$ cat config.mk
export PLATFORM = sky130hd
export DESIGN_NAME = vmul_operand_sizer
export DESIGN_NICKNAME = d
export VERILOG_FILES = /design/src/hw/vmul_cfg_pkg.sv /design/src/hw/vmul_operand_sizer.sv
export SDC_FILE = /design/constraint.sdc
export NUM_CORES = 1
export LEC_CHECK = 0
export BUFFER_PORTS_ARGS = -buffer_cell sky130_fd_sc_hd__buf_2
export CORE_AREA = 2 2 228 230
export DETAILED_ROUTE_END_ITERATION = 8
export DIE_AREA = 0 0 230 232
export GPL_TIMING_DRIVEN = 0
export PLACE_DENSITY = 0.34
export REMOVE_ABC_BUFFERS = 1
export SYNTH_ARGS = -nofsm -noshare
export SYNTH_HDL_FRONTEND = slang
export SYNTH_SLANG_ARGS = --single-unit
export TNS_END_PERCENT = 20
$ cat constraint.sdc
create_clock -name vclk -period 3.65
set_input_delay 0.1825 -clock vclk [all_inputs]
set_output_delay 0.1825 -clock vclk [all_outputs]
set_load 0.01 [all_outputs]
$ cat src/hw/vmul_cfg_pkg.sv
// vector multiply configuration: vector width, slot and product sizes, element widths
package vmul_cfg_pkg;

   // vector register width in bits
   localparam int VLEN = 64;

   // each multiplier slot holds one element extended to 64 bits
   localparam int SLOT_W = 64;

   // one slot per byte lane, enough for the SEW8 case
   localparam int NUM_SLOTS = VLEN / 8;

   // full product of two 64-bit slots
   localparam int PROD_W = 128;

   // element width encoding, as in vsew
   typedef enum logic [1:0] {
      SEW8  = 2'd0,
      SEW16 = 2'd1,
      SEW32 = 2'd2,
      SEW64 = 2'd3
   } sew_t;

   // sized operands, slot k carries element k
   typedef logic [NUM_SLOTS-1:0][SLOT_W-1:0] slot_vec_t;

   // products, one per slot
   typedef logic [NUM_SLOTS-1:0][PROD_W-1:0] prod_vec_t;

endpackage

$ cat src/hw/vmul_operand_sizer.sv
// operand sizer: moves each source element into its own 64-bit slot, sign or zero extended
`timescale 1ns/10ps

module vmul_operand_sizer (
   input  logic                          i_clk,
   input  logic [vmul_cfg_pkg::VLEN-1:0] i_src,
   input  vmul_cfg_pkg::sew_t            i_sew,
   input  logic                          i_sgn,
   output vmul_cfg_pkg::slot_vec_t       o_slots
);

   localparam int VLEN = vmul_cfg_pkg::VLEN;

   // unused slots stay zero so their products are zero too
   always_comb begin
      o_slots = '0;
      case (i_sew)
         vmul_cfg_pkg::SEW8: begin
            for (int k = 0; k < VLEN / 8; k++) begin
               o_slots[k] = {{56{i_sgn & i_src[k*8+7]}}, i_src[k*8 +: 8]};
            end
         end
         vmul_cfg_pkg::SEW16: begin
            for (int k = 0; k < VLEN / 16; k++) begin
               o_slots[k] = {{48{i_sgn & i_src[k*16+15]}}, i_src[k*16 +: 16]};
            end
         end
         vmul_cfg_pkg::SEW32: begin
            for (int k = 0; k < VLEN / 32; k++) begin
               o_slots[k] = {{32{i_sgn & i_src[k*32+31]}}, i_src[k*32 +: 32]};
            end
         end
         default: begin
            // full width element, the extension bit is added in the product array
            for (int k = 0; k < VLEN / 64; k++) begin
               o_slots[k] = i_src[k*64 +: 64];
            end
         end
      endcase
   end

   // an unknown element width would silently zero the slots
   a_sew_known: assert property (@(posedge i_clk) !$isunknown(i_sew))
      else $error("element width is unknown at the operand sizer");

endmodule

======== Word-level counts from Yosys, hierarchy flattened ========
Index checks and enable logic that the tools add are counted.
word-level totals
  output and inout port bits .............. 512
  register bits ........................... 0
  input port bits ......................... 68
operators by class
  equal/unequal tests ..................... 2
  reduce and logical (&&, ||, !) cells .... 1
  bitwise operators ....................... 8
  multiplexer cells ....................... 4
operators by type and width
  kind                                                              count
  64-bit one-hot mux with 3 select lines                            2
  256-bit 2-to-1 mux                                                1
  128-bit one-hot mux with 2 select lines                           1
  1-bit AND                                                         8
  2-bit by 1-bit == test with 1-bit output (second input constant)  1
  2-bit == test (second input constant)                             1
  2-bit zero test                                                   1

======== Depth between registers and ports, before layout ========
  depth in word-level cells ............... 2
  gate-level depth with buffers ........... 6

======== Least setup slack after synthesis ========
No wires, ideal clock.
  path type ............................... input to output
  from .................................... input i_sew[0]
  to ...................................... output o_slots[100] in the netlist's numbering
  arrival time ............................ 3.060 ns
  setup slack ............................. 0.407 ns
  required time ........................... 3.467 ns
  buffers on the path ..................... 4
  stages .................................. 5
  path through ............................ buf_6 -> buf_6 -> buf_2 -> o32ai_1 -> buf_4
RTL lines
  element             RTL line                 text
  start: declaration  vmul_operand_sizer.sv:7  input vmul_cfg_pkg::sew_t i_sew,
  end: declaration    vmul_operand_sizer.sv:9  output vmul_cfg_pkg::slot_vec_t o_slots

==> impl_metrics.toml <==
[outcome]
status = "finished, final reports clean"

[drt]
drt_pass1_iterations = 4
post_drt_wl_per_cell_um = 15.05
drc_errors = 0
dr_total_vias = 4696
via_per_inst = 3.116
ant_nets = 0
totalWireLength_mm = 22.67
drt_iter0_drc = 145

[finish]
register_area_um2 = 0
fin_cells = 1507
seq_cell_count = 0
fillers = 5937
nClkBuffers = 0
num-nets-final = 895
areaGrowthSynthToFinish_pct = 22.81
postLayoutCoreUtil = 0.1128
drive_gt1_frac = 0.7200

[critical_path]
critical_path_class = "in2out"
slowest_delay_ns = 1.07
worst-path-max-fanout = 56
cp_data_arrival_time_ns = 3.08
crit_family = "simple AND/OR/NAND/NOR gates"
required_ns = 3.47
endpoint_kind = "output pin"
crit_chain = "buf_4 > buf_16 > nor2_4 > and3_1 > buf_2"
path_buf_inv = 3
startpoint_type = "input port"
slowest_stage = "and3_1"

[synthesis]
synth_cell_type_count = 33
yosysMostFrequentCell = "buf_4"
synthMuxAreaShare = 0.05622
ys_seq_area_frac = 0
synth_top_area_share = 0.5735
synth_area_leaders = "buf_4 57%, mux2i_1 5.1%, o211ai_1 4.5%, o2bb2ai_1 4.5%, and2_1 4.4%"
syn_area_mm2 = 0.004673
synthSimpleGateAreaFrac = 0.1376
synth_top_cell_by_area = "buf_4"
synth_fa_ha_area_frac = 0
synth_compound_area_frac = 0.1788
synth_top_family_by_area = "buffers and inverters"
ys_warn_count = 0
avgSynthCellArea_um2 = 7.179
synth_xor_area_frac = 0
synth_cells = 651
synth_commonest_cells = "357 x buf_4, 33 x and2_1, 32 x nand3_1"

[die]
initial_utilization = 0.09184
ioPinCount = 580
row_count = 83
core_mm2 = 0.05089
die_h_um = 232
die_area_mm2 = 0.05336
fp.dieW_um = 230

[sta]
fmax_mhz = 306.6
worst_slew_pin_slew_ns = 1.180
final-hold-violation-count = 0
fin_crit_ns = 3.262
post-route-period-util = 0.8937
setup_viol = 0
rsz0062_at_grt = "no"
final_max_slew_viol_count = 0
relSlewSlack = 0.2112

[cts]
hold_buffers = 0
ctsResizeCount = 0
post-cts-setup-buffer-count = 0

[placed_design]
hpwl_mm = 17.58
place_congestion = 0.6643
dp.cells = 1504
portBuffers = 565

[grt]
grt_pass1_vias = 3386
grt_use_total = 0.07312
grt_pass1_wl_mm = 28.21
antenna_found_initial = 1
grt_max_degree = 67
grt_overflow_total = 0

[worst_hold_path]
hold_path_class = "in2out"

[run]
drv_cap = 0
through the flow:
step           hold slack [ns]  setup WS, ns  TNS [ns]  area (µm²)
2_1_floorplan           0.3650        -3.972   -681.06        1745
3_3_place_gp            0.3651        -3.575   -399.43        5424
3_5_place_dp            0.3651        0.1684         0        5705
4_1_cts                 0.3651        0.1674         0        5705
5_1_grt                 0.3651       0.07732         0        5734
6_report                0.3651        0.3881         0        5739
per-layer routing:
| metal | vias up | track usage | routed length (µm) |
|---|---|---|---|
| met4 | 0 | 0.002823 | 94 |
| li1 | 2173 | - | - |
| met2 | 379 | 0.1432 | 11940 |
| met1 | 2140 | 0.09177 | 9020 |
| met3 | 4 | 0.003315 | 1620 |
| met5 | - | 0 | 0 |
cell usage in the layout (no fill, tap or decap), types with 10 or more instances in the layout:
| master | n |
|---|---|
| and2_1 | 33 |
| o2bb2ai_1 | 24 |
| buf_2 | 563 |
| nand3_1 | 32 |
| o211ai_1 | 28 |
| mux2i_1 | 23 |
| nor2_1 | 15 |
| nand2_1 | 20 |
| o21ai_0 | 10 |
| a21o_1 | 23 |
final timing paths:
check / startpoint / to / slack, ns / cells past startpoint
max: i_sew[0] / o_slots[264] / 0.39 / 5
min: i_src[0] / o_slots[0] / 0.37 / 0
final cells by class:
| class | instances | area, µm² | share of cell area |
|---|---|---|---|
| Multi-Input combinational cell | 249 | 1812 | 0.3157 |
| Timing Repair Buffer | 575 | 3068 | 0.5346 |
| Tap cell | 680 | 850.8 | 0.1482 |
| Inverter | 1 | 3.754 | 0.0006540 |
| Antenna cell | 2 | 5.005 | 0.0008720 |
cells by family after synthesis:
kind of cell    count (synthesis)
simple gates                  116
buf+inv                       402
mux                            25
compound gates                108
