<file path="config.mk">
export PLATFORM = sky130hd
export DESIGN_NAME = vmul_ctrl_pipe
export DESIGN_NICKNAME = d
export VERILOG_FILES = /design/src/hw/vmul_cfg_pkg.sv /design/src/hw/vmul_op_pkg.sv /design/src/hw/vmul_ctrl_pipe.sv
export SDC_FILE = /design/constraint.sdc
export NUM_CORES = 1
export LEC_CHECK = 0
export BUFFER_PORTS_ARGS = -buffer_cell sky130_fd_sc_hd__buf_2
export CORE_MARGIN = 1.5
export CORE_UTILIZATION = 52
export DETAILED_ROUTE_END_ITERATION = 16
export PLACE_DENSITY = 0.8
export RECOVER_POWER = 50
export SLEW_MARGIN = 30
export SYNTH_ARGS = -nofsm -noshare
export SYNTH_HDL_FRONTEND = slang
export SYNTH_SLANG_ARGS = --single-unit
</file>
<file path="constraint.sdc">
create_clock -name i_clk -period 6.1 [get_ports i_clk]
set_input_delay 1.83 -clock i_clk [delete_from_list [all_inputs] [get_ports i_clk]]
set_output_delay 1.83 -clock i_clk [all_outputs]
set_load 0.05 [all_outputs]
</file>
<file path="src/hw/vmul_cfg_pkg.sv">
// vector multiply configuration: vector width, slot and product sizes, element widths
package vmul_cfg_pkg;

   // vector register width in bits
   localparam int VLEN = 64;

   // each multiplier slot holds one element extended to 64 bits
   localparam int SLOT_W = 64;

   // one slot per byte lane, enough for the SEW8 case
   localparam int NUM_SLOTS = VLEN / 8;

   // full product of two 64-bit slots
   localparam int PROD_W = 128;

   // element width encoding, as in vsew
   typedef enum logic [1:0] {
      SEW8  = 2'd0,
      SEW16 = 2'd1,
      SEW32 = 2'd2,
      SEW64 = 2'd3
   } sew_t;

   // sized operands, slot k carries element k
   typedef logic [NUM_SLOTS-1:0][SLOT_W-1:0] slot_vec_t;

   // products, one per slot
   typedef logic [NUM_SLOTS-1:0][PROD_W-1:0] prod_vec_t;

endpackage

</file>
<file path="src/hw/vmul_op_pkg.sv">
// vector multiply operation encoding: kinds, fixed-point rounding modes, operation struct
package vmul_op_pkg;

   // what the unit computes from the product
   typedef enum logic [1:0] {
      MUL_LO = 2'd0,
      MUL_HI = 2'd1,
      VSMUL  = 2'd2,
      MACC   = 2'd3
   } op_kind_t;

   // fixed-point rounding mode, vxrm csr encoding
   typedef enum logic [1:0] {
      RNU = 2'd0,
      RNE = 2'd1,
      RDN = 2'd2,
      ROD = 2'd3
   } vxrm_t;

   // one operation as it travels down the pipe
   typedef struct packed {
      op_kind_t           kind;
      vmul_cfg_pkg::sew_t sew;
      vxrm_t              vxrm;
      // source 1 treated as signed
      logic               sgn1;
      // source 2 treated as signed
      logic               sgn2;
   } vmul_op_t;

endpackage

</file>
<file path="src/hw/vmul_ctrl_pipe.sv">
// control pipe: valid bit, operation and the macc source through both pipeline stages
`timescale 1ns/10ps

module vmul_ctrl_pipe (
   input  logic                          i_clk,
   input  logic                          i_reset,
   input  logic                          i_valid,
   input  vmul_op_pkg::vmul_op_t         i_op,
   input  logic [vmul_cfg_pkg::VLEN-1:0] i_src3,
   output vmul_op_pkg::vmul_op_t         o_op_1a,
   output vmul_op_pkg::vmul_op_t         o_op_2a,
   output logic [vmul_cfg_pkg::VLEN-1:0] o_src3_2a,
   output logic                          o_valid_2a
);

   logic                          valid_1a;
   logic [vmul_cfg_pkg::VLEN-1:0] src3_1a;

   always_ff @(posedge i_clk) begin
      if (i_reset) begin
         valid_1a   <= 1'b0;
         o_valid_2a <= 1'b0;
      end else begin
         valid_1a   <= i_valid;
         o_valid_2a <= valid_1a;
      end
   end

   always_ff @(posedge i_clk) begin
      o_op_1a <= i_op;
      o_op_2a <= o_op_1a;
   end

   // src3 only moves for macc
   always_ff @(posedge i_clk) begin
      if (i_valid && i_op.kind == vmul_op_pkg::MACC) begin
         src3_1a <= i_src3;
      end
      if (valid_1a && o_op_1a.kind == vmul_op_pkg::MACC) begin
         o_src3_2a <= src3_1a;
      end
   end

   // nothing accepted during reset may reach the output in the two cycles after
   a_no_valid_after_reset: assert property (
      @(posedge i_clk) i_reset |=> !o_valid_2a ##1 !o_valid_2a)
      else $error("output valid seen right after reset");

endmodule

</file>
## Word-level counts from Yosys, hierarchy flattened

Cells that the tools add are included.

| word-level totals | value |
|---|---|
| flip-flop bits (word level) | 146 |
| output and inout port bits | 81 |
| bits of input ports | 75 |

| cells by class | value |
|---|---|
| equal/unequal tests | 2 |
| reduce and logical (&&, ||, !) cells | 2 |

Operators with widths:

| operator | number |
|---|---|
| 2-bit == test, second input constant | 2 |
| 1-bit logical AND | 2 |

## Longest topological paths before layout

| depth | value |
|---|---|
| depth after elaboration | 2 |
| mapped depth | 1 |

## Least setup slack after synthesis

OpenSTA, ideal clock, no wires.

| timing path | value |
|---|---|
| path type | input to register |
| start point | input i_valid |
| end point | register src3_1a[0] (netlist name) (enable) |
| data arrival time | 3388 ps |
| library setup time | 429 ps |
| stages | 1 |
| slack | 2282 ps |
| cells stage by stage | and3_1 |

| on the way | value |
|---|---|
| cells in the longest elaborated chain, start to end | 1 |

RTL lines:

| item | line | source |
|---|---|---|
| from (decl) | vmul_ctrl_pipe.sv:7 | `input logic i_valid,` |
| 1-bit logical AND | vmul_ctrl_pipe.sv:36 | `if (i_valid && i_op.kind == vmul_op_pkg::MACC) begin` |
| to (signal assigned) | vmul_ctrl_pipe.sv:37 | `src3_1a <= i_src3;` |
| to (decl) | vmul_ctrl_pipe.sv:17 | `logic [vmul_cfg_pkg::VLEN-1:0] src3_1a;` |

No other way between the ends.
A chain may end at the register's enable or synchronous reset.

## Worst setup path in the final report

| timing path | value |
|---|---|
| start point | register o_op_1a[7] (netlist name) |
| end point | register o_src3_2a[44] (netlist name) (enable) |

| on the way | value |
|---|---|
| cells in the longest elaborated chain, start to end | 2 |

RTL lines:

| item | line | source |
|---|---|---|
| from (decl) | vmul_ctrl_pipe.sv:10 | `output vmul_op_pkg::vmul_op_t o_op_1a,` |
| from (signal assigned) | vmul_ctrl_pipe.sv:30 | `o_op_1a <= i_op;` |
| 2-bit == test | vmul_ctrl_pipe.sv:39 | `if (valid_1a && o_op_1a.kind == vmul_op_pkg::MACC) begin` |
| 1-bit logical AND | vmul_ctrl_pipe.sv:39 |  |
| to (signal assigned) | vmul_ctrl_pipe.sv:40 | `o_src3_2a <= src3_1a;` |
| to (decl) | vmul_ctrl_pipe.sv:12 | `output logic [vmul_cfg_pkg::VLEN-1:0] o_src3_2a,` |

No other way between the ends.

==> flow_summary.json <==
{
  "worstHoldPathType": "flop to flop",
  "core_sq_um": 7810,
  "multiInputGateArea_sq_um": 27.5,
  "post_cts_buffers": 0,
  "skew_ps": 6.60,
  "synthesis.nets": 225,
  "critPathSlowestCell": "clkbuf_1",
  "num_vias": 2036,
  "period_needed_ps": 3370,
  "place_inst": 409,
  "hold_depth": 0,
  "maxCapViolations": 1,
  "dpl_worst_slack_ps": 2610,
  "avgSynthCellArea_sq_um": 28.2,
  "synthTopCellsByArea": "edfxtp_1, dfxtp_1, and3_1",
  "ff2ff_path_depth": 2,
  "io_buffers": 155,
  "rsz0062_at_grt": "false",
  "drive_gt1_frac": 0.546,
  "num_rows": 32,
  "wl_per_cell_microns": 15.5,
  "clk_latency_ps": 500,
  "hold_buffers": 0,
  "irDropWorstVdd_v": 0.000236,
  "clk_path_buf_depth": 2,
  "leakage_nw": 2.22,
  "remaining_drc_errors": 0,
  "drv_slew": 65,
  "drt_pass1_iterations": 4,
  "grt_pass1_wl_microns": 9890,
  "clk_pin_slew_ps": 60,
  "layout_commonest_cell": "buf_2",
  "yosysSeqAreaShare": 0.994,
  "crit_chain": "and3_2 -> clkbuf_1",
  "setup.worst_path.start_class": "flop",
  "wl_microns": 6820,
  "area_delta_synth_final_pct": 35.5,
  "synth_area_sq_um": 4230,
  "ant_nets": 0,
  "slowest_delay_ps": 2360,
  "end_kind": "flop",
  "place.gp.congestion": 0.710,
  "final_net_count": 401,
  "vias_per_cell": 4.62,
  "max_slew.worst_pin.slew_ps": 3360,
  "violations": "capacitance limit, slew limit",
  "crit_required_ps": 6130,
  "gr-total-overflow": 0,
  "fin_cells": 441,
  "htree_levels": 4,
  "seq_area_sq_um": 4200,
  "cts-buffers-inserted": 17,
  "maxClockFrequency_ghz": 0.297,
  "min_period_over_period": 0.552,
  "dieArea_sq_um": 8680,
  "path_max_fanout": 64,
  "cp.arrival_ps": 3400,
  "synth_top_cell_area_share": 0.909,
  "io-pin-count": 156,
  "start_util": 0.542,
  "final.setup.worst_slack_ps": 2730,
  "power.density_nw_per_um2": 395,
  "grt_max_degree": 65,
  "cts_sinks": 146,
  "ys_warn_count": 0,
  "status": "complete, but fails checks",
  "grtUsageTotal": 0.165,
  "antenna_found_initial": 0,
  "ys_ff_latch": 146,
  "fin_setup_tns_ps": 0,
  "die_x_microns": 93.2,
  "dp_hpwl_microns": 4590,
  "syn_inst": 150,
  "path_class": "flop to flop",
  "die_y_microns": 93.2,
  "synth_top_area_cell": "edfxtp_1",
  "tritoncts": "yes",
  "fillers": 464,
  "hold_viol_final": 0,
  "fin_util": 0.734,
  "max_slew_margin": -1.24,
  "antenna_cells": 0,
  "final_cell_mix": "buf_2, edfxtp_1, dfxtp_1",
  "cts_root_buffer": "clkbuf_8",
  "first_iter_violations": 85,
  "grt_pass1_vias": 2011,
  "finalSetupViolCount": 0,
  "cts_resized": 0,
  "yosysUniqueCellTypes": 4
}
kinds of logic after synthesis:
kind of cell | after synthesis | share of synthesized area
flip-flops | 146 | 0.994
AND/OR/NAND/NOR | 4 | 0.00592
through the flow:
| stage | total power (W) | hold WS [ps] | area (sq um) |
|---|---|---|---|
| finish | 0.00226 | 352 | 5730 |
| global route | 0.00233 | 362 | 5730 |
| CTS | 0.00228 | 353 | 5730 |
| detailed placement | 0.00128 | 339 | 5150 |
| global placement | 0.00128 | 335 | 5150 |
| floorplan | 0.00123 | 400 | 4230 |
state kept, by name (all words and copies together), names as in the netlist:
register    flops
o_src3_2a      64
src3_1a        64
o_op_1a         8
o_op_2a         8
o_valid_2a      1
valid_1a        1
final timing paths:
check | start | to | slack (ps)
min | o_op_1a[2] | o_op_2a[2] | 350
min reg2reg | o_op_1a[2] | o_op_2a[2] | 350
max reg2reg | o_op_1a[7] | o_src3_2a[44] | 2730
max | o_op_1a[7] | o_src3_2a[44] | 2730
synth_stat cells:
cell type	n
nor2b_1	2
and3_1	2
edfxtp_1	128
dfxtp_1	18
cell type report:
type	count	share of cell area
tap	102	0.0223
multi-input combinational	4	0.00480
timing repair buffer	157	0.137
clock inverter	11	0.0271
sequential	146	0.734
clock buffer	21	0.0749
power by group:
part	total [W]	internal (W)	leakage (nW)	switching, W
registers	0.00114	0.00113	1.32	0.0000107
logic	0.000118	0.0000292	0.630	0.0000892
clock network	0.00100	0.000627	0.269	0.000375
total	0.00226	0.00179	2.22	0.000475
critical path: cells and delay by family, from the launching register on:
family / cells / cell delay, ps
AND/OR/NAND/NOR: 1 / 160
flip-flops: 1 / 340
buffers and inverters: 1 / 2360
metal layers:
metal	wire (microns)	vias up	global-route usage
met5	0	-	0
met4	110	0	0.0896
li1	-	950	-
met2	2910	140	0.226
met3	878	11	0.0959
met1	2920	935	0.206
Power figures use the tool's default switching activity.
