===== config.mk =====
export PLATFORM = sky130hd
export DESIGN_NAME = vmul_round_acc
export DESIGN_NICKNAME = d
export VERILOG_FILES = /design/src/hw/vmul_cfg_pkg.sv /design/src/hw/vmul_op_pkg.sv /design/src/hw/vmul_round_acc.sv
export SDC_FILE = /design/constraint.sdc
export NUM_CORES = 1
export LEC_CHECK = 0
export BUFFER_PORTS_ARGS = -buffer_cell sky130_fd_sc_hd__buf_4
export CELL_PAD_IN_SITES_DETAIL_PLACEMENT = 1
export CELL_PAD_IN_SITES_GLOBAL_PLACEMENT = 2
export CORE_MARGIN = 2
export CORE_UTILIZATION = 26
export DETAILED_ROUTE_END_ITERATION = 8
export PLACE_DENSITY = 0.88
export SYNTH_ARGS = -nofsm -noshare
export SYNTH_HDL_FRONTEND = slang
export SYNTH_SLANG_ARGS = --single-unit

===== constraint.sdc =====
create_clock -name vclk -period 42.7
set_input_delay 6.405 -clock vclk [all_inputs]
set_output_delay 6.405 -clock vclk [all_outputs]
set_load 0.01 [all_outputs]

===== src/hw/vmul_cfg_pkg.sv =====
// vector multiply configuration: vector width, slot and product sizes, element widths
package vmul_cfg_pkg;

   // vector register width in bits
   localparam int VLEN = 64;

   // each multiplier slot holds one element extended to 64 bits
   localparam int SLOT_W = 64;

   // one slot per byte lane, enough for the SEW8 case
   localparam int NUM_SLOTS = VLEN / 8;

   // full product of two 64-bit slots
   localparam int PROD_W = 128;

   // element width encoding, as in vsew
   typedef enum logic [1:0] {
      SEW8  = 2'd0,
      SEW16 = 2'd1,
      SEW32 = 2'd2,
      SEW64 = 2'd3
   } sew_t;

   // sized operands, slot k carries element k
   typedef logic [NUM_SLOTS-1:0][SLOT_W-1:0] slot_vec_t;

   // products, one per slot
   typedef logic [NUM_SLOTS-1:0][PROD_W-1:0] prod_vec_t;

endpackage


===== src/hw/vmul_op_pkg.sv =====
// vector multiply operation encoding: kinds, fixed-point rounding modes, operation struct
package vmul_op_pkg;

   // what the unit computes from the product
   typedef enum logic [1:0] {
      MUL_LO = 2'd0,
      MUL_HI = 2'd1,
      VSMUL  = 2'd2,
      MACC   = 2'd3
   } op_kind_t;

   // fixed-point rounding mode, vxrm csr encoding
   typedef enum logic [1:0] {
      RNU = 2'd0,
      RNE = 2'd1,
      RDN = 2'd2,
      ROD = 2'd3
   } vxrm_t;

   // one operation as it travels down the pipe
   typedef struct packed {
      op_kind_t           kind;
      vmul_cfg_pkg::sew_t sew;
      vxrm_t              vxrm;
      // source 1 treated as signed
      logic               sgn1;
      // source 2 treated as signed
      logic               sgn2;
   } vmul_op_t;

endpackage


===== src/hw/vmul_round_acc.sv =====
// round and accumulate: adds the vsmul rounding increment or src3 per element, then saturates
`timescale 1ns/10ps

module vmul_round_acc (
   input  logic                               i_clk,
   input  logic [vmul_cfg_pkg::VLEN-1:0]      i_res,
   input  logic [vmul_cfg_pkg::NUM_SLOTS-1:0] i_bit_d,
   input  logic [vmul_cfg_pkg::NUM_SLOTS-1:0] i_bit_dm1,
   input  logic [vmul_cfg_pkg::NUM_SLOTS-1:0] i_bits_dm2to0,
   input  logic [vmul_cfg_pkg::NUM_SLOTS-1:0] i_sat_pos,
   input  logic [vmul_cfg_pkg::VLEN-1:0]      i_src3,
   input  vmul_op_pkg::vmul_op_t              i_op,
   output logic [vmul_cfg_pkg::VLEN-1:0]      o_data,
   output logic                               o_sat
);

   localparam int VLEN      = vmul_cfg_pkg::VLEN;
   localparam int NUM_SLOTS = vmul_cfg_pkg::NUM_SLOTS;
   localparam int NUM_BYTES = VLEN / 8;

   logic                 is_vsmul;
   logic                 is_macc;
   logic [NUM_SLOTS-1:0] inc;
   logic [NUM_SLOTS-1:0] sat_el;
   logic [VLEN-1:0]      addend;
   logic [VLEN-1:0]      sum;

   assign is_vsmul = i_op.kind == vmul_op_pkg::VSMUL;
   assign is_macc  = i_op.kind == vmul_op_pkg::MACC;

   // rounding increment per element from the shifted-out bits
   always_comb begin
      logic rnd;
      for (int k = 0; k < NUM_SLOTS; k++) begin
         case (i_op.vxrm)
            vmul_op_pkg::RNU: rnd = i_bit_dm1[k];
            vmul_op_pkg::RNE: rnd = i_bit_dm1[k] & (i_bits_dm2to0[k] | i_bit_d[k]);
            vmul_op_pkg::RDN: rnd = 1'b0;
            default:          rnd = ~i_bit_d[k] & (i_bit_dm1[k] | i_bits_dm2to0[k]);
         endcase
         inc[k] = is_vsmul & rnd;
      end
   end

   assign addend = is_macc ? i_src3 : '0;

   // byte adders whose carry only ripples inside one element
   // the first byte of an element takes the rounding increment instead
   always_comb begin
      int unsigned mask;
      logic        carry;
      logic        carry_in;
      mask  = (1 << i_op.sew) - 1;
      carry = 1'b0;
      for (int b = 0; b < NUM_BYTES; b++) begin
         carry_in = ((b & mask) == 0) ? inc[b >> i_op.sew] : carry;
         {carry, sum[b*8 +: 8]} = {1'b0, i_res[b*8 +: 8]} + {1'b0, addend[b*8 +: 8]}
                                  + 9'(carry_in);
      end
   end

   // saturated element is forced to the largest positive value
   always_comb begin
      int unsigned mask;
      mask   = (1 << i_op.sew) - 1;
      sat_el = '0;
      for (int k = 0; k < NUM_SLOTS; k++) begin
         if (k < (NUM_SLOTS >> i_op.sew)) begin
            sat_el[k] = is_vsmul & i_sat_pos[k];
         end
      end
      o_data = sum;
      for (int b = 0; b < NUM_BYTES; b++) begin
         if (sat_el[b >> i_op.sew]) begin
            o_data[b*8 +: 8] = ((b & mask) == mask) ? 8'h7f : 8'hff;
         end
      end
   end

   assign o_sat = |sat_el;

   // a saturating min times min product has no bits below its result field
   a_sat_clean_round: assert property (
      @(posedge i_clk) o_sat |-> is_vsmul &&
         ((sat_el & (i_bit_d | i_bit_dm1 | i_bits_dm2to0)) == '0))
      else $error("saturation flag raised outside vsmul or on a non-minimum product");

endmodule


Word-level counts from Yosys, hierarchy flattened:

Index checks and enable logic that the tools add are counted.

* bits of input ports: 169
* word-level logic and storage cells: 208
* output and inout port bits: 65
* flip-flop bits (word level): 0

* reduce and logical (&&, ||, !) cells: 17
* mux-type cells: 88
* shift-type cells: 10
* bitwise gates (word level): 56
* equal/unequal tests: 4
* add/sub/neg operators: 17
* order comparisons: 16

Operators with widths (count)
* logical NOT 32 bit: 8
* < comparator 32 x 5 -> 1 bit, second input constant: 8
* < comparator 4 x 32 -> 1 bit, first input constant: 4
* two-way mux 8 bit: 16
* >> shifter 3 x 2 -> 32 bit, first input constant: 4
* logical NOT 31 bit: 3
* logical NOT 30 bit: 3
* < comparator 3 x 32 -> 1 bit, first input constant: 2
* two-way mux 64 bit: 1
* >> shifter 1 x 2 -> 32 bit, first input constant: 2
* >> shifter 2 x 2 -> 32 bit, first input constant: 2
* adder 8 x 8 -> 9 bit: 7
* adder 9 x 1 -> 9 bit: 7
* binary-select mux 1 bit (select 3 bit): 16
* two-way mux 1 bit: 47
* AND 1 bit: 32
* < comparator 1 x 32 -> 1 bit, first input constant: 1
* < comparator 2 x 32 -> 1 bit, first input constant: 1
* << shifter 1 x 2 -> 32 bit, first input constant: 1
* >> shifter 4 x 2 -> 32 bit, first input constant: 1
* subtractor 32 x 2 -> 32 bit, second input constant: 1
* logical NOT 29 bit: 1
* case mux 1 bit (3 select lines): 8
* bitwise OR 1 bit: 16
* 7 further kinds: 16

Longest topological paths before layout:

* depth in word-level cells: 23
* gate-level depth with buffers: 69
* mapped depth without buffers: 68

Least setup slack after synthesis:

Ideal clock, no wire load.

* path kind: in2out
* start: input i_op[3] in the netlist's numbering
* end: output o_data[63] in the netlist's numbering
* path buffers: 2
* data required time: 36.295 ns
* slack: 17.077 ns
* arrival time: 19.218 ns
* stages: 68
* cells stage by stage: clkbuf_1 -> buf_2 -> o21ai_0 -> o211ai_1 -> inv_1 -> fa_1 -> fa_1 -> a21o_1 -> a21oi_1 -> o21bai_1 -> a21o_1 -> a211oi_1 -> a21oi_1 -> fa_1 -> fa_1 -> a211oi_1 -> nor2_1 -> nor3_1 -> [32 not listed] -> o221ai_1 -> a21oi_1 -> nand4_1 -> fa_1 -> fa_1 -> nor2b_1 -> o31a_1 -> o21a_1 -> o21a_1 -> o21ai_0 -> a22o_1 -> fa_1 -> nor2b_1 -> o2111ai_1 -> nand3_1 -> o41a_1 -> xnor2_1 -> mux2i_1

* word-level cells in the longest chain between the ends: 22
* elaborated cells on any way between the ends: 59
* those cells by class: 8 x add/sub; 2 x eq/ne; 40 x mux; 8 x bitwise; 1 x reduce/logical

Ends and longest elaborated chain
* start: declaration: RTL line vmul_round_acc.sv:12 `input vmul_op_pkg::vmul_op_t i_op,`
* equality test 2 bit (tied with other cells): RTL line vmul_round_acc.sv:35 `case (i_op.vxrm)`
* case mux 1 bit (3 select lines): RTL line vmul_round_acc.sv:35
* AND 1 bit: RTL line vmul_round_acc.sv:41 `inc[k] = is_vsmul & rnd;`
* binary-select mux 1 bit (select 3 bit): RTL line vmul_round_acc.sv:56 `carry_in = ((b & mask) == 0) ? inc[b >> i_op.sew] : carry;`
* two-way mux 1 bit (implied by the code) (2 in a row): RTL line vmul_round_acc.sv:56
* adder 9 x 1 -> 9 bit: RTL line vmul_round_acc.sv:58 `+ 9'(carry_in);`
* two-way mux 1 bit: RTL line vmul_round_acc.sv:56
* adder 9 x 1 -> 9 bit: RTL line vmul_round_acc.sv:58
* [5 not listed]
* adder 9 x 1 -> 9 bit: RTL line vmul_round_acc.sv:58
* two-way mux 1 bit: RTL line vmul_round_acc.sv:56
* adder 9 x 1 -> 9 bit: RTL line vmul_round_acc.sv:58
* two-way mux 1 bit: RTL line vmul_round_acc.sv:56
* adder 9 x 1 -> 9 bit: RTL line vmul_round_acc.sv:58
* two-way mux 1 bit (*): RTL line vmul_round_acc.sv:56
* adder 8 x 1 -> 8 bit (*): RTL line vmul_round_acc.sv:58
* two-way mux 8 bit (*): RTL line vmul_round_acc.sv:74 `if (sat_el[b >> i_op.sew]) begin`
* end: declaration: RTL line vmul_round_acc.sv:13 `output logic [vmul_cfg_pkg::VLEN-1:0] o_data,`

Mark *: on every way between the ends. The rest lies on a longest branch, timed or not. The select of a mux whose other input is x is not followed.

Final worst setup path:

* start: input i_op[6] in the netlist's numbering
* end: output o_data[63] in the netlist's numbering

* word-level cells in the longest chain between the ends: 21
* elaborated cells on any way between the ends: 78
* those cells by class: 16 x add/sub; 2 x eq/ne; 44 x mux; 16 x bitwise

Ends and longest elaborated chain (RTL line)
* parallel branches: the longest is 20 deep, another holds adder 8 x 8 -> 9 bit
* two-way mux 8 bit (*): vmul_round_acc.sv:74

Mark *: on every way between the ends. The select of a mux whose other input is x is not followed.

==> impl_metrics.json <==
{
  "outcome": "completed",
  "end_kind": "output port",
  "p_per_area_mw_per_mm2": 13.0,
  "top_usage_layer": "met2",
  "startpoint_type": "input port",
  "fp.dieW_um": 132,
  "min_path_cells": 4,
  "ios": 234,
  "seq_cells": 0,
  "port_buffers": 231,
  "ir_drop_mv": 0.00514,
  "critPathRequiredTime_ps": 36290,
  "yosys.area.top_type_share_pct": 18.0,
  "place_worst_setup_slack_ps": 15020,
  "path_class": "in -> out",
  "coreArea_mm2": 0.0159,
  "drt_iter0_drc": 107,
  "syn_avg_cell_area_um2": 7.14,
  "cp_max_fo": 29,
  "worst_slack_ps": 15090,
  "hold_end": "o_data[24]",
  "drv_cap": 0,
  "via_per_inst": 5.18,
  "initial_utilization_pct": 26.7,
  "grt_max_degree": 35,
  "dieArea_mm2": 0.0173,
  "final_cells": 1017,
  "max_freq_ghz": 0.0362,
  "wire_per_inst_um": 17.5,
  "synth_commonest_cells": "61 x ha_1, 58 x and3_1, 55 x nand2_1",
  "fillers": 2017,
  "seqCellArea_um2": 0,
  "hpwl_um": 15100,
  "rows": 46,
  "area_growth_pct": 45.3,
  "syn_inst": 594,
  "cp.buffers_inverters": 3,
  "fp.dieH_um": 132,
  "post-route-util_pct": 38.8,
  "finalCritPeriodShare_pct": 64.7,
  "drive_gt1_share_pct": 32.2,
  "grtUsageMet1_pct": 23.4,
  "clkbuf_count": 0,
  "crit_slowest_cell": "fa_1",
  "vias": 5267,
  "path_delay_family": "compound AO/OA/AOI/OAI gates",
  "power_mw": 0.0803,
  "drt_first_pass_iters": 4,
  "cpMostUsedCell": "fa_1",
  "tightest_slew_ps": 958,
  "power.leakage_nw": 3.18,
  "grt-ovfl-total": 0,
  "hp-start": "i_res[24]",
  "hold_viol": 0,
  "setup_violations": 0,
  "ant_nets": 0,
  "diodes": 0,
  "grtUsageMet2_pct": 37.2,
  "syn-num-nets": 840,
  "multi_input_area_mm2": 0.00402,
  "synth.most_common_cell": "ha_1",
  "max_stage_delay_ps": 470,
  "grt_pass1_wl_um": 28600,
  "wirelength_um": 17800,
  "yosysWarnings": 0,
  "drc_errors": 0,
  "crit_arrival_ps": 21210,
  "slew_viol_final": 0,
  "timing.slew.headroom_pct": 34.3,
  "nets": 1049,
  "crit_start": "i_op[6]",
  "post-synth-top-area-cell": "ha_1",
  "antenna_found_initial": 1,
  "tns_ps": 0,
  "gp_congestion": 0.860,
  "syn-cell-area_mm2": 0.00424,
  "track_usage_pct": 19.6,
  "hold_path_class": "in -> out",
  "grt_pass1_vias": 5678,
  "met3_usage_pct": 3.94,
  "worst-path-stages": 68,
  "ctsResizeCount": 0,
  "post-cts-setup-buffer-count": 0,
  "seq_area_frac_synth_pct": 0,
  "cts_hold_buf": 0,
  "synth_area_leaders": "ha_1 18%, and3_1 8.6%, fa_1 7.6%",
  "period_needed_ps": 27610,
  "rsz0062_at_grt": "false",
  "ys_types": 61,
  "place_inst": 1017
}
[tightest hold or removal path, delay by kind of cell]
family / cells / cell delay (ps)
buf+inv: 2 / 200
fa+ha+maj: 1 / 140
simple gates: 1 / 90
[where the power goes]
group | total (mW) | internal, mW | switching, mW
Sequential | 0 | 0 | 0
Combinational | 0.0803 | 0.0410 | 0.0394
Clock | 0 | 0 | 0
Total | 0.0803 | 0.0410 | 0.0394
[layout make-up]
type	count	area share (%)
repair buffers	234	28.5
inverters	30	1.83
well taps	216	4.39
multi-input cells	537	65.3
[stage by stage]
stage / area, µm² / hold WS [ps]
global placement: 6160 / 13240
detailed placement: 6160 / 13250
global route: 6160 / 13290
floorplan: 4240 / 13040
finish: 6160 / 13240
CTS: 6160 / 13250
[placed cells by master, fill, tap and decap left out, types with 7 or more instances in the layout]
cell type,instances
buf_4,234
ha_1,61
and3_1,58
nand2_1,55
nor2_1,42
o21ai_0,38
inv_1,29
nand2b_1,22
a21oi_1,21
xnor2_1,19
o21a_1,19
nand3_1,17
nor3_1,16
fa_1,16
nor2b_1,15
xor2_1,13
a211oi_1,13
mux2i_1,10
o21bai_1,9
o21ai_1,8
o211ai_1,8
a21o_1,7
[kinds of logic (layout without fill, tap and decap cells)]
kind of cell | Yosys count | after routing | share of synthesized area [%]
AND/OR/NAND/NOR | 255 | 255 | 31.9
AO/OA/AOI/OAI | 153 | 153 | 24.2
adder cells (fa/ha/maj) | 77 | 77 | 25.6
buffers and inverters | 57 | 264 | 5.19
XOR/XNOR | 32 | 32 | 6.61
multiplexers | 20 | 20 | 6.61
[worst max-delay path by stage]
| stage | end | slack (ps) |
|---|---|---|
| after floorplan | o_data[63] | 17080 |
| after global placement | o_data[63] | 15410 |
| after detailed placement | o_data[63] | 15020 |
| after CTS | o_data[63] | 14970 |
| after global routing | o_data[63] | 13710 |
| final | o_data[63] | 15090 |
[per-layer routing]
| metal | share of wire (%) | routed length (µm) | vias to the layer above |
|---|---|---|---|
| met5 | 0 | 0 | - |
| met4 | 0.67 | 120 | 0 |
| met3 | 6.6 | 1180 | 10 |
| met2 | 50 | 8970 | 172 |
| met1 | 42 | 7550 | 2510 |
| li1 | - | - | 2575 |
No activity file was read; power rests on OpenSTA's default activity.
