`config.mk`:
```
export PLATFORM = sky130hd
export DESIGN_NAME = vmul_result_select
export DESIGN_NICKNAME = d
export VERILOG_FILES = /design/src/hw/vmul_cfg_pkg.sv /design/src/hw/vmul_op_pkg.sv /design/src/hw/vmul_result_select.sv
export SDC_FILE = /design/constraint.sdc
export NUM_CORES = 1
export LEC_CHECK = 0
export ABC_AREA = 1
export BUFFER_PORTS_ARGS = -buffer_cell sky130_fd_sc_hd__buf_4
export CAP_MARGIN = 15
export CORE_AREA = 2 2 444 446
export DETAILED_ROUTE_END_ITERATION = 16
export DIE_AREA = 0 0 446 448
export SLEW_MARGIN = 30
export SYNTH_ARGS = -nofsm -noshare
export SYNTH_HDL_FRONTEND = slang
export SYNTH_SLANG_ARGS = --single-unit
```
`constraint.sdc`:
```
create_clock -name i_clk -period 2.8 [get_ports i_clk]
set_clock_uncertainty 0.15 [all_clocks]
set_input_delay 0.7 -clock i_clk [delete_from_list [all_inputs] [get_ports i_clk]]
set_output_delay 0.7 -clock i_clk [all_outputs]
set_load 0.01 [all_outputs]
```
`src/hw/vmul_cfg_pkg.sv`:
```
// vector multiply configuration: vector width, slot and product sizes, element widths
package vmul_cfg_pkg;

   // vector register width in bits
   localparam int VLEN = 64;

   // each multiplier slot holds one element extended to 64 bits
   localparam int SLOT_W = 64;

   // one slot per byte lane, enough for the SEW8 case
   localparam int NUM_SLOTS = VLEN / 8;

   // full product of two 64-bit slots
   localparam int PROD_W = 128;

   // element width encoding, as in vsew
   typedef enum logic [1:0] {
      SEW8  = 2'd0,
      SEW16 = 2'd1,
      SEW32 = 2'd2,
      SEW64 = 2'd3
   } sew_t;

   // sized operands, slot k carries element k
   typedef logic [NUM_SLOTS-1:0][SLOT_W-1:0] slot_vec_t;

   // products, one per slot
   typedef logic [NUM_SLOTS-1:0][PROD_W-1:0] prod_vec_t;

endpackage

```
`src/hw/vmul_op_pkg.sv`:
```
// vector multiply operation encoding: kinds, fixed-point rounding modes, operation struct
package vmul_op_pkg;

   // what the unit computes from the product
   typedef enum logic [1:0] {
      MUL_LO = 2'd0,
      MUL_HI = 2'd1,
      VSMUL  = 2'd2,
      MACC   = 2'd3
   } op_kind_t;

   // fixed-point rounding mode, vxrm csr encoding
   typedef enum logic [1:0] {
      RNU = 2'd0,
      RNE = 2'd1,
      RDN = 2'd2,
      ROD = 2'd3
   } vxrm_t;

   // one operation as it travels down the pipe
   typedef struct packed {
      op_kind_t           kind;
      vmul_cfg_pkg::sew_t sew;
      vxrm_t              vxrm;
      // source 1 treated as signed
      logic               sgn1;
      // source 2 treated as signed
      logic               sgn2;
   } vmul_op_t;

endpackage

```
`src/hw/vmul_result_select.sv`:
```
// result select: takes the wanted field of each product and its rounding bits into stage 2
`timescale 1ns/10ps

module vmul_result_select (
   input  logic                               i_clk,
   input  vmul_cfg_pkg::prod_vec_t            i_prod,
   input  logic [vmul_cfg_pkg::NUM_SLOTS-1:0] i_both_neg,
   input  vmul_op_pkg::vmul_op_t              i_op,
   output logic [vmul_cfg_pkg::VLEN-1:0]      o_res,
   output logic [vmul_cfg_pkg::NUM_SLOTS-1:0] o_bit_d,
   output logic [vmul_cfg_pkg::NUM_SLOTS-1:0] o_bit_dm1,
   output logic [vmul_cfg_pkg::NUM_SLOTS-1:0] o_bits_dm2to0,
   output logic [vmul_cfg_pkg::NUM_SLOTS-1:0] o_sat_pos
);

   localparam int VLEN      = vmul_cfg_pkg::VLEN;
   localparam int NUM_SLOTS = vmul_cfg_pkg::NUM_SLOTS;

   // everything picked out of the products for one element width
   typedef struct packed {
      logic [VLEN-1:0]      res;
      logic [NUM_SLOTS-1:0] d;
      logic [NUM_SLOTS-1:0] dm1;
      logic [NUM_SLOTS-1:0] dm2to0;
      logic [NUM_SLOTS-1:0] sat_pos;
   } pick_t;

   pick_t sel;
   logic  is_vsmul;

   assign is_vsmul = i_op.kind == vmul_op_pkg::VSMUL;

   // one candidate per element width, the part-selects are fixed inside each
   for (genvar s = 0; s < 4; s++) begin : g_sew
      localparam int EW = 8 << s;
      localparam int NE = VLEN / EW;

      pick_t pick;

      always_comb begin
         pick = '0;
         for (int k = 0; k < NE; k++) begin
            case (i_op.kind)
               vmul_op_pkg::MUL_HI: pick.res[k*EW +: EW] = i_prod[k][2*EW-1 -: EW];
               // vsmul keeps the product shifted right by sew-1
               vmul_op_pkg::VSMUL:  pick.res[k*EW +: EW] = i_prod[k][2*EW-2 -: EW];
               default:             pick.res[k*EW +: EW] = i_prod[k][EW-1:0];
            endcase
            pick.d[k]      = i_prod[k][EW-1];
            pick.dm1[k]    = i_prod[k][EW-2];
            pick.dm2to0[k] = |i_prod[k][EW-3:0];
            // only min times min gives a positive product reaching bit 2*sew-2
            pick.sat_pos[k] = i_both_neg[k] & ~i_prod[k][2*EW-1] & i_prod[k][2*EW-2];
         end
      end
   end

   always_comb begin
      case (i_op.sew)
         vmul_cfg_pkg::SEW16: sel = g_sew[1].pick;
         vmul_cfg_pkg::SEW32: sel = g_sew[2].pick;
         vmul_cfg_pkg::SEW64: sel = g_sew[3].pick;
         default:             sel = g_sew[0].pick;
      endcase
   end

   always_ff @(posedge i_clk) begin
      o_res <= sel.res;
   end

   // rounding bits only move for vsmul
   always_ff @(posedge i_clk) begin
      if (is_vsmul) begin
         o_bit_d       <= sel.d;
         o_bit_dm1     <= sel.dm1;
         o_bits_dm2to0 <= sel.dm2to0;
         o_sat_pos     <= sel.sat_pos;
      end
   end

endmodule

```
Word level (Yosys, flattened, before mapping)
Index checks and enable logic that the tools add are counted.
{"block": "op_classes", "n_eq_ne": 5, "mux": 16, "bitwise": 45, "n_reduce_logical": 15}
{"operator": "96-bit one-hot mux with 3 select lines", "n": 1}
{"operator": "16-bit one-hot mux with 2 select lines", "n": 4}
{"operator": "32-bit one-hot mux with 2 select lines", "n": 2}
{"operator": "64-bit one-hot mux with 2 select lines", "n": 1}
{"operator": "8-bit one-hot mux with 2 select lines", "n": 8}
{"operator": "62-bit OR reduction", "n": 1}
{"operator": "30-bit OR reduction", "n": 2}
{"operator": "14-bit OR reduction", "n": 4}
{"operator": "6-bit OR reduction", "n": 8}
{"operator": "1-bit bitwise AND", "n": 30}
{"operator": "1-bit inverter", "n": 15}
{"operator": "2-bit == test (second input constant)", "n": 3}
{"operator": "2-bit by 1-bit == test with 1-bit output (second input constant)", "n": 2}
{"block": "totals", "regBits": 96, "in_bits": 1041}

Logic depth before layout (Yosys ltp)
Gate-level depths: netlist (run 1).
{"block": "depth", "word_depth": 4, "depth_mapped": 11}

Worst setup path after synthesis (run 1)
OpenSTA, ideal clock, no wires.
{"block": "synth_timing", "path_kind": "in2reg", "from": "input i_op[6] in the netlist's numbering", "to": "register o_res[45] in the netlist's numbering", "setup_time_ns": 0.064, "t_arrival_ns": 2.567, "required_time_ns": 2.586, "path_slack_ns": 0.019, "stages": 9, "cell_sequence": "inv_1 > ha_1 > buf_2 > inv_2 > buf_4 > buf_2 > o211ai_1 > o211ai_1 > nand4_1"}
{"item": "from (decl)", "line": "vmul_result_select.sv:8", "rtl": "input vmul_op_pkg::vmul_op_t i_op,"}
{"item": "to (signal assigned)", "line": "vmul_result_select.sv:68", "rtl": "o_res <= sel.res;"}
{"item": "to (decl)", "line": "vmul_result_select.sv:9", "rtl": "output logic [vmul_cfg_pkg::VLEN-1:0] o_res,"}

==> out/metrics.cfg, run 1 <==
[status]
outcome=finished clean

[timing]
whs_ps=380
relSlewSlack_pct=46.3
fin_crit_ps=2440
rsz0062_at_grt=false
fin_crit_sh_pct=87.1
setup_viol=0
timing.fmax_mhz=410
worst_slew_pin_slew_ps=801
slew_viol_final=0
hold_viol=0

[global_route]
grt.overflow.total=0
antenna_found_initial=51
grt_usage_pct=10.7
grt_pass1_vias=13892
grt_first_pass_wirelength_mm=139
grt_max_degree=86

[layout]
fill_cells=22976
final_nets=3083
post_route_cells_drive_above_1_share_pct=28.9
finalInstanceArea_mm2=0.0170
layout_common_cells=buf_4 (526), nand2_1 (305), inv_1 (247), o21ai_0 (136), nand3_1 (132)
layout_commonest_cell=buf_4
syn_to_final_growth_pct=76.3
fin_cells=4605
utilization_pct=8.72

[detailed_routing]
antenna_left=0
first_pass_iters=6
dr_total_vias=14288
routed_wl_mm=112
post_drt_via_cell_ratio=3.10
drt_iter0_markers=1429
drc=0
wire_per_inst_um=24.3

[power_and_ir_drop]
p_int_uw=3340
p_leak_uw=0.00689
p_sw_uw=2760
irDropWorstVdd_v=0.000341
p_per_area_mw_per_mm2=359
clockPowerShare_pct=23.5
seqPwrFrac_pct=27.8
power_frac_comb_pct=48.7
swShare_pct=45.2

[setup_path]
cp.required_ps=2920
path_max_fanout=85
start_kind=input pin
cp.arrival_ps=2560
path_class=in2reg
critPathCaptureType=flip-flop

[die]
die_area_mm2=0.200
io_pins=1137
placementRows=162
start_util_pct=4.95
coreArea_mm2=0.195
die_h_um=448
die_w_um=446

[logic_synthesis]
synth-simple-area-share_pct=29.5
yosysSeqAreaShare_pct=23.3
synth-xor-area-share_pct=0
synth_adder_area_share_pct=0.260
synth_area_mm2=0.00962
synth_seq_cells=96
synth_top_area_share_pct=13.3
synth_top_area_cell=dfxtp_1
synth_warnings=0
synth_area_per_cell_um2=5.98
synth-compound-area-share_pct=29.7
synth_nets=2651
synthMuxAreaShare_pct=0
synthCells=1608
synth_top_family_by_area=compound AO/OA/AOI/OAI gates
synth_cell_types=37
synth.top_cells.by_area=dfxtp_1 (13%), nand2_1 (12%), edfxtp_1 (10%)

[place]
placedInstanceArea_mm2=0.0166
routabilityCongestion=0.962
hpwl_mm=97.6
io_buffers=428
placed_cells=4571

[clock_network]
cts_resized=0
cts_buffers=9
postCtsSetupBuffers=0
clock_sinks=96
clkTransAtPathRegs_ps=90
cts_buffer_depth=2
cts_root_buf=clkbuf_16
holdBufCountCts=0
ctsHtreeMaxLevel=3
cts_tree=done

[run]
max-cap-violations=0

[worst_hold_path]
hold_class=in2reg

==> metrics by stage <==
stage | worst slack (ps) | setup TNS (ps) | power (uW)
final | 361 | 0 | 6100
after global routing | 328 | 0 | 6350
after detailed placement | -48.1 | -79.2 | 4720
after CTS | 413 | 0 | 6190
after global placement | -66.1 | -102 | 4730
after floorplan | 19.3 | 0 | 2810
==> cell families (layout without fill, tap and decap cells) <==
kind of cell | count (synthesis) | count (layout)
buffers and inverters | 386 | 823
other | 0 | 18
adders and majority gates | 2 | 2
DFF | 96 | 96
AOI/OAI and AO/OA | 475 | 475
and+or+nand+nor | 649 | 649
==> critical path: stages <==
cell     delay, ps
buf_4          120
inv_1           90
ha_4           230
buf_12         190
buf_4          320
o21ai_0        450
buf_4          200
nand4_1        130
==> path summary, 6_finish.rpt <==
| check | start | endpoint | slack (ps) | cells after the start |
|---|---|---|---|---|
| worst min-delay path | i_prod[4] | o_res[4]$_DFF_P_ | 380 | 3 |
| worst max-delay path | i_op[6] | o_res[56]$_DFF_P_ | 360 | 8 |
==> layer usage <==
layer / wire, um / GRT usage [%] / vias to the layer above
met5: 65 / 0 / -
met4: 9460 / 8.63 / 10
met3: 6190 / 1.67 / 228
met2: 62900 / 21.1 / 795
met1: 33100 / 9.66 / 6867
li1: - / - / 6388
==> power groups by stage <==
stage,clock [uW],sequential (uW),combinational [uW]
after floorplan,0,1790,1020
after global placement,0,1720,3010
after detailed placement,0,1720,3000
after CTS,1480,1700,3010
after global routing,1500,1710,3140
final,1430,1700,2970
==> final cells by class <==
cell class                      count  area [um2]  area share (%)
Antenna cell                       18        45.0           0.266
Tap cell                         2542        3180            18.8
Multi-Input combinational cell   1126        5750            33.9
Sequential cell                    96        2240            13.2
Clock buffer                        9         225            1.33
Clock inverter                      7        76.3           0.450
Timing Repair Buffer              552        4470            26.3
Inverter                          255         975            5.75
==> synth_stat cells <==
| library cell | n |
|---|---|
| a211oi_1 | 1 |
| a21boi_0 | 1 |
| a21oi_1 | 70 |
| a22o_1 | 1 |
| a31oi_1 | 6 |
| buf_1 | 2 |
| buf_2 | 81 |
| buf_4 | 15 |
| buf_6 | 6 |
| clkbuf_1 | 27 |
| dfxtp_1 | 64 |
| edfxtp_1 | 32 |
| ha_1 | 2 |
| inv_1 | 247 |
| inv_2 | 6 |
| inv_4 | 2 |
| nand2_1 | 305 |
| nand2_4 | 2 |
| nand3_1 | 132 |
| nand3b_1 | 4 |
| nand4_1 | 56 |
| nor2_1 | 129 |
| nor2_2 | 4 |
| nor2_8 | 2 |
| nor3_1 | 8 |
| nor4_1 | 4 |
| o2111ai_1 | 1 |
| o211ai_1 | 73 |
| o21ai_0 | 136 |
| o21ai_1 | 27 |
| o21bai_1 | 2 |
| o221ai_1 | 25 |
| o22ai_1 | 126 |
| o22ai_2 | 1 |
| o31a_1 | 1 |
| o31ai_1 | 4 |
| or2_2 | 3 |
==> sequential cells by signal (all words and copies together), names as in the netlist <==
signal / cells
o_bits_dm2to0: 8
o_bit_d: 8
o_sat_pos: 8
o_res: 64
o_bit_dm1: 8
Power figures use the tool's default switching activity.
==> inputs of run 2 (changes only) <==
--- a/config.mk
+++ b/config.mk
@@ -5,12 +5,12 @@
 export SDC_FILE = /design/constraint.sdc
 export NUM_CORES = 1
 export LEC_CHECK = 0
-export ABC_AREA = 1
 export BUFFER_PORTS_ARGS = -buffer_cell sky130_fd_sc_hd__buf_4
 export CAP_MARGIN = 15
 export CORE_AREA = 2 2 444 446
 export DETAILED_ROUTE_END_ITERATION = 16
 export DIE_AREA = 0 0 446 448
+export SKIP_LAST_GASP = 1
 export SLEW_MARGIN = 30
 export SYNTH_ARGS = -nofsm -noshare
 export SYNTH_HDL_FRONTEND = slang
==> out/metrics.cfg, run 2 <==
[status]
outcome=complete, but fails checks
violations=setup timing

[timing]
rsz0062_at_grt=false
finalWorstSetupSlack_ps=-4.81  ; -366 ps
slew_viol_final=0  ; unchanged
timing.fmax_mhz=357  ; -13%
hold_viol=0  ; unchanged
setup_viol=1  ; +1
worst_slew_pin_slew_ps=1090  ; +284 ps
tns_ps=-4.81  ; -4.81 ps
fin_crit_sh_pct=100  ; +13 points
fin_crit_ps=2800  ; +366 ps
relSlewSlack_pct=27.7  ; -19 points

[logic_synthesis]
synth_nets=2073  ; -22%
synth_area_per_cell_um2=8.52  ; +42%
synth_ff_type=dfxtp_1
synth-compound-area-share_pct=39.5  ; +9.8 points
synth_warnings=0  ; unchanged
synthMuxAreaShare_pct=12.2  ; +12 points
ys_top_cells_by_count=a22oi_1 (106), a221oi_1 (103), nand2_1 (97), buf_2 (77), a21oi_1 (71)
synth_seq_cells=96  ; unchanged
synth_top_area_cell=dfxtp_1
yosysSeqAreaShare_pct=25.6  ; +2.3 points
synth_cell_types=61  ; +65%
synth_area_mm2=0.00877  ; -8.8%
yosysMostFrequentCell=a22oi_1
synthCells=1030  ; -36%
synth_edf_count=32  ; unchanged
synth_top_family_by_area=compound AO/OA/AOI/OAI gates
synth-xor-area-share_pct=0  ; unchanged
synth_top_area_share_pct=14.6  ; +1.3 points
synth.top_cells.by_area=dfxtp_1 (15%), edfxtp_1 (11%), a221oi_1 (10%)
synth_adder_area_share_pct=0.285  ; +0.025 points
synth-simple-area-share_pct=13.4  ; -16 points
async_flop_share_pct=0  ; unchanged

[detailed_routing]
post_drt_via_cell_ratio=3.02  ; -2.6%
drc=0  ; unchanged
antenna_left=0  ; unchanged
dr_total_vias=12153  ; -15%
first_pass_iters=6  ; unchanged
routed_wl_mm=105  ; -6.2%
wire_per_inst_um=26.1  ; +7.4%
drt_iter0_markers=1410  ; -1.3%

[setup_path]
path_class=in2reg
crit_chain=buf_4 -> buf_12 -> nor2b_1 -> a22o_1 -> a221oi_1 -> o31ai_1 -> buf_4
cp.arrival_ps=3000  ; +440 ps
slowest_stage=o31ai_1
critPathCaptureType=flip-flop
slowest_delay_ps=620  ; +170 ps
start_kind=input pin
path_max_fanout=26  ; -69%
crit_top_cell=buf_4
cp.required_ps=3000  ; +80 ps

[worst_hold_path]
worstHoldEndpoint=o_res[1]$_DFF_P_
hold_class=in2reg
worstHoldStart=i_prod[1]
whs_path_depth=3  ; unchanged

[global_route]
grt_max_degree=61  ; -29%
grt_first_pass_wirelength_mm=127  ; -8.3%
grt_usage_pct=9.98  ; -0.76 points
grt.overflow.total=0  ; unchanged
antenna_found_initial=76  ; +49%
grt_pass1_vias=11451  ; -18%

[clock_network]
clock_sinks=96  ; unchanged
cts_root_buf=clkbuf_16
clkTransAtPathRegs_ps=90  ; about the same
ctsHtreeMaxLevel=3  ; unchanged
cts_tree=done
cts_buffers=9  ; unchanged
cts_buffer_depth=2  ; unchanged
postCtsSetupBuffers=0  ; unchanged

[layout]
multi_input_area_mm2=0.00579  ; +0.70%
final-seq-area_mm2=0.00224  ; unchanged
utilization_pct=8.18  ; -0.54 points
fill_cells=22796  ; -0.78%
final_nets=2506  ; -19%
layout_commonest_cell=buf_4
syn_to_final_growth_pct=81.4
largest-register=o_res
largest_register_ffs=64  ; unchanged
post_route_cells_drive_above_1_share_pct=42.6  ; +14 points
layout_common_cells=buf_4 (535), a22oi_1 (106), a221oi_1 (103), nand2_1 (97), a21oi_1 (70)

[place]
routabilityCongestion=0.919  ; -4.6%
hpwl_mm=92.5  ; -5.2%
preCtsSetupSlack_ps=-521  ; -472 ps
io_buffers=428  ; unchanged

[die]
die_area_mm2=0.200  ; unchanged
coreArea_mm2=0.195  ; unchanged
placementRows=162  ; unchanged
io_pins=1137  ; unchanged
die_w_um=446  ; unchanged
die_h_um=448  ; unchanged
start_util_pct=4.51  ; -0.44 points

[run]
max-cap-violations=0  ; unchanged

[power_and_ir_drop]
p_per_area_mw_per_mm2=370  ; +2.9%
p_leak_uw=0.00545  ; -21%
irDropWorstVdd_v=0.000294  ; -14%

==> run 2: kinds of logic (layout without fill, tap and decap cells) <==
group,count (synthesis),count (layout)
AOI/OAI and AO/OA,477,477
and+or+nand+nor,242,242
DFF,96,96
buffers and inverters,141,579
other,0,11
adders and majority gates,2,2
muxes,72,72
==> run 2: worst max-delay path by stage <==
stage | startpoint | end | depth (start not counted)
4_1_cts | i_op[4] | o_res[9]$_DFF_P_ | 7
6_report | i_op[4] | o_res[4]$_DFF_P_ | 7
5_1_grt | i_op[7] | o_res[9]$_DFF_P_ | 10
3_3_place_gp | i_op[7] | o_res[23]$_DFF_P_ | 10
3_5_place_dp | i_op[7] | o_res[23]$_DFF_P_ | 10
2_1_floorplan | i_op[6] | o_res[31]$_DFF_P_ | 7
==> run 2: metal layers <==
metal | vias up | wire (um) | GRT usage (%)
met4 | 26 | 7260 | 5.66
met1 | 5911 | 28000 | 8.14
met5 | - | 161 | 0
met3 | 265 | 10100 | 3.57
met2 | 846 | 59300 | 20.2
li1 | 5105 | - | -
==> run 2: power breakdown <==
group / internal, uW / total [uW] / switching, uW
clock network: 644 / 1410 / 768
registers: 1620 / 1690 / 71.9
logic: 1120 / 2790 / 1670
==> run 2: timing repair <==
action / CTS / global route
resized for setup: 1 / 0
endpoints found under the setup margin: 1 / 0
hold buffers: 0 / 0
==> run 2: layout make-up <==
| cell class | count | share of cell area, % |
|---|---|---|
| Clock buffer | 9 | 1.41 |
| Multi-Input combinational cell | 793 | 36.4 |
| Antenna cell | 11 | 0.173 |
| Timing Repair Buffer | 551 | 27.2 |
| Inverter | 12 | 0.283 |
| Sequential cell | 96 | 14.1 |
| Tap cell | 2542 | 20.0 |
| Clock inverter | 7 | 0.495 |
==> run 2: stage by stage <==
stage	total power [uW]	instances	instance area [um2]	hold WS [ps]
final	5890	4021	15900	367
after global routing	6110	4020	15900	352
after CTS	5960	4010	15900	332
after detailed placement	4510	3994	15600	775
after global placement	4520	3994	15600	779
after floorplan	2690	1030	8770	663
==> run 2: critical path, delay by kind of cell <==
| kind | cells | cell delay [ps] |
|---|---|---|
| and+or+nand+nor | 1 | 560 |
| buffers and inverters | 3 | 790 |
| AOI/OAI and AO/OA | 3 | 920 |
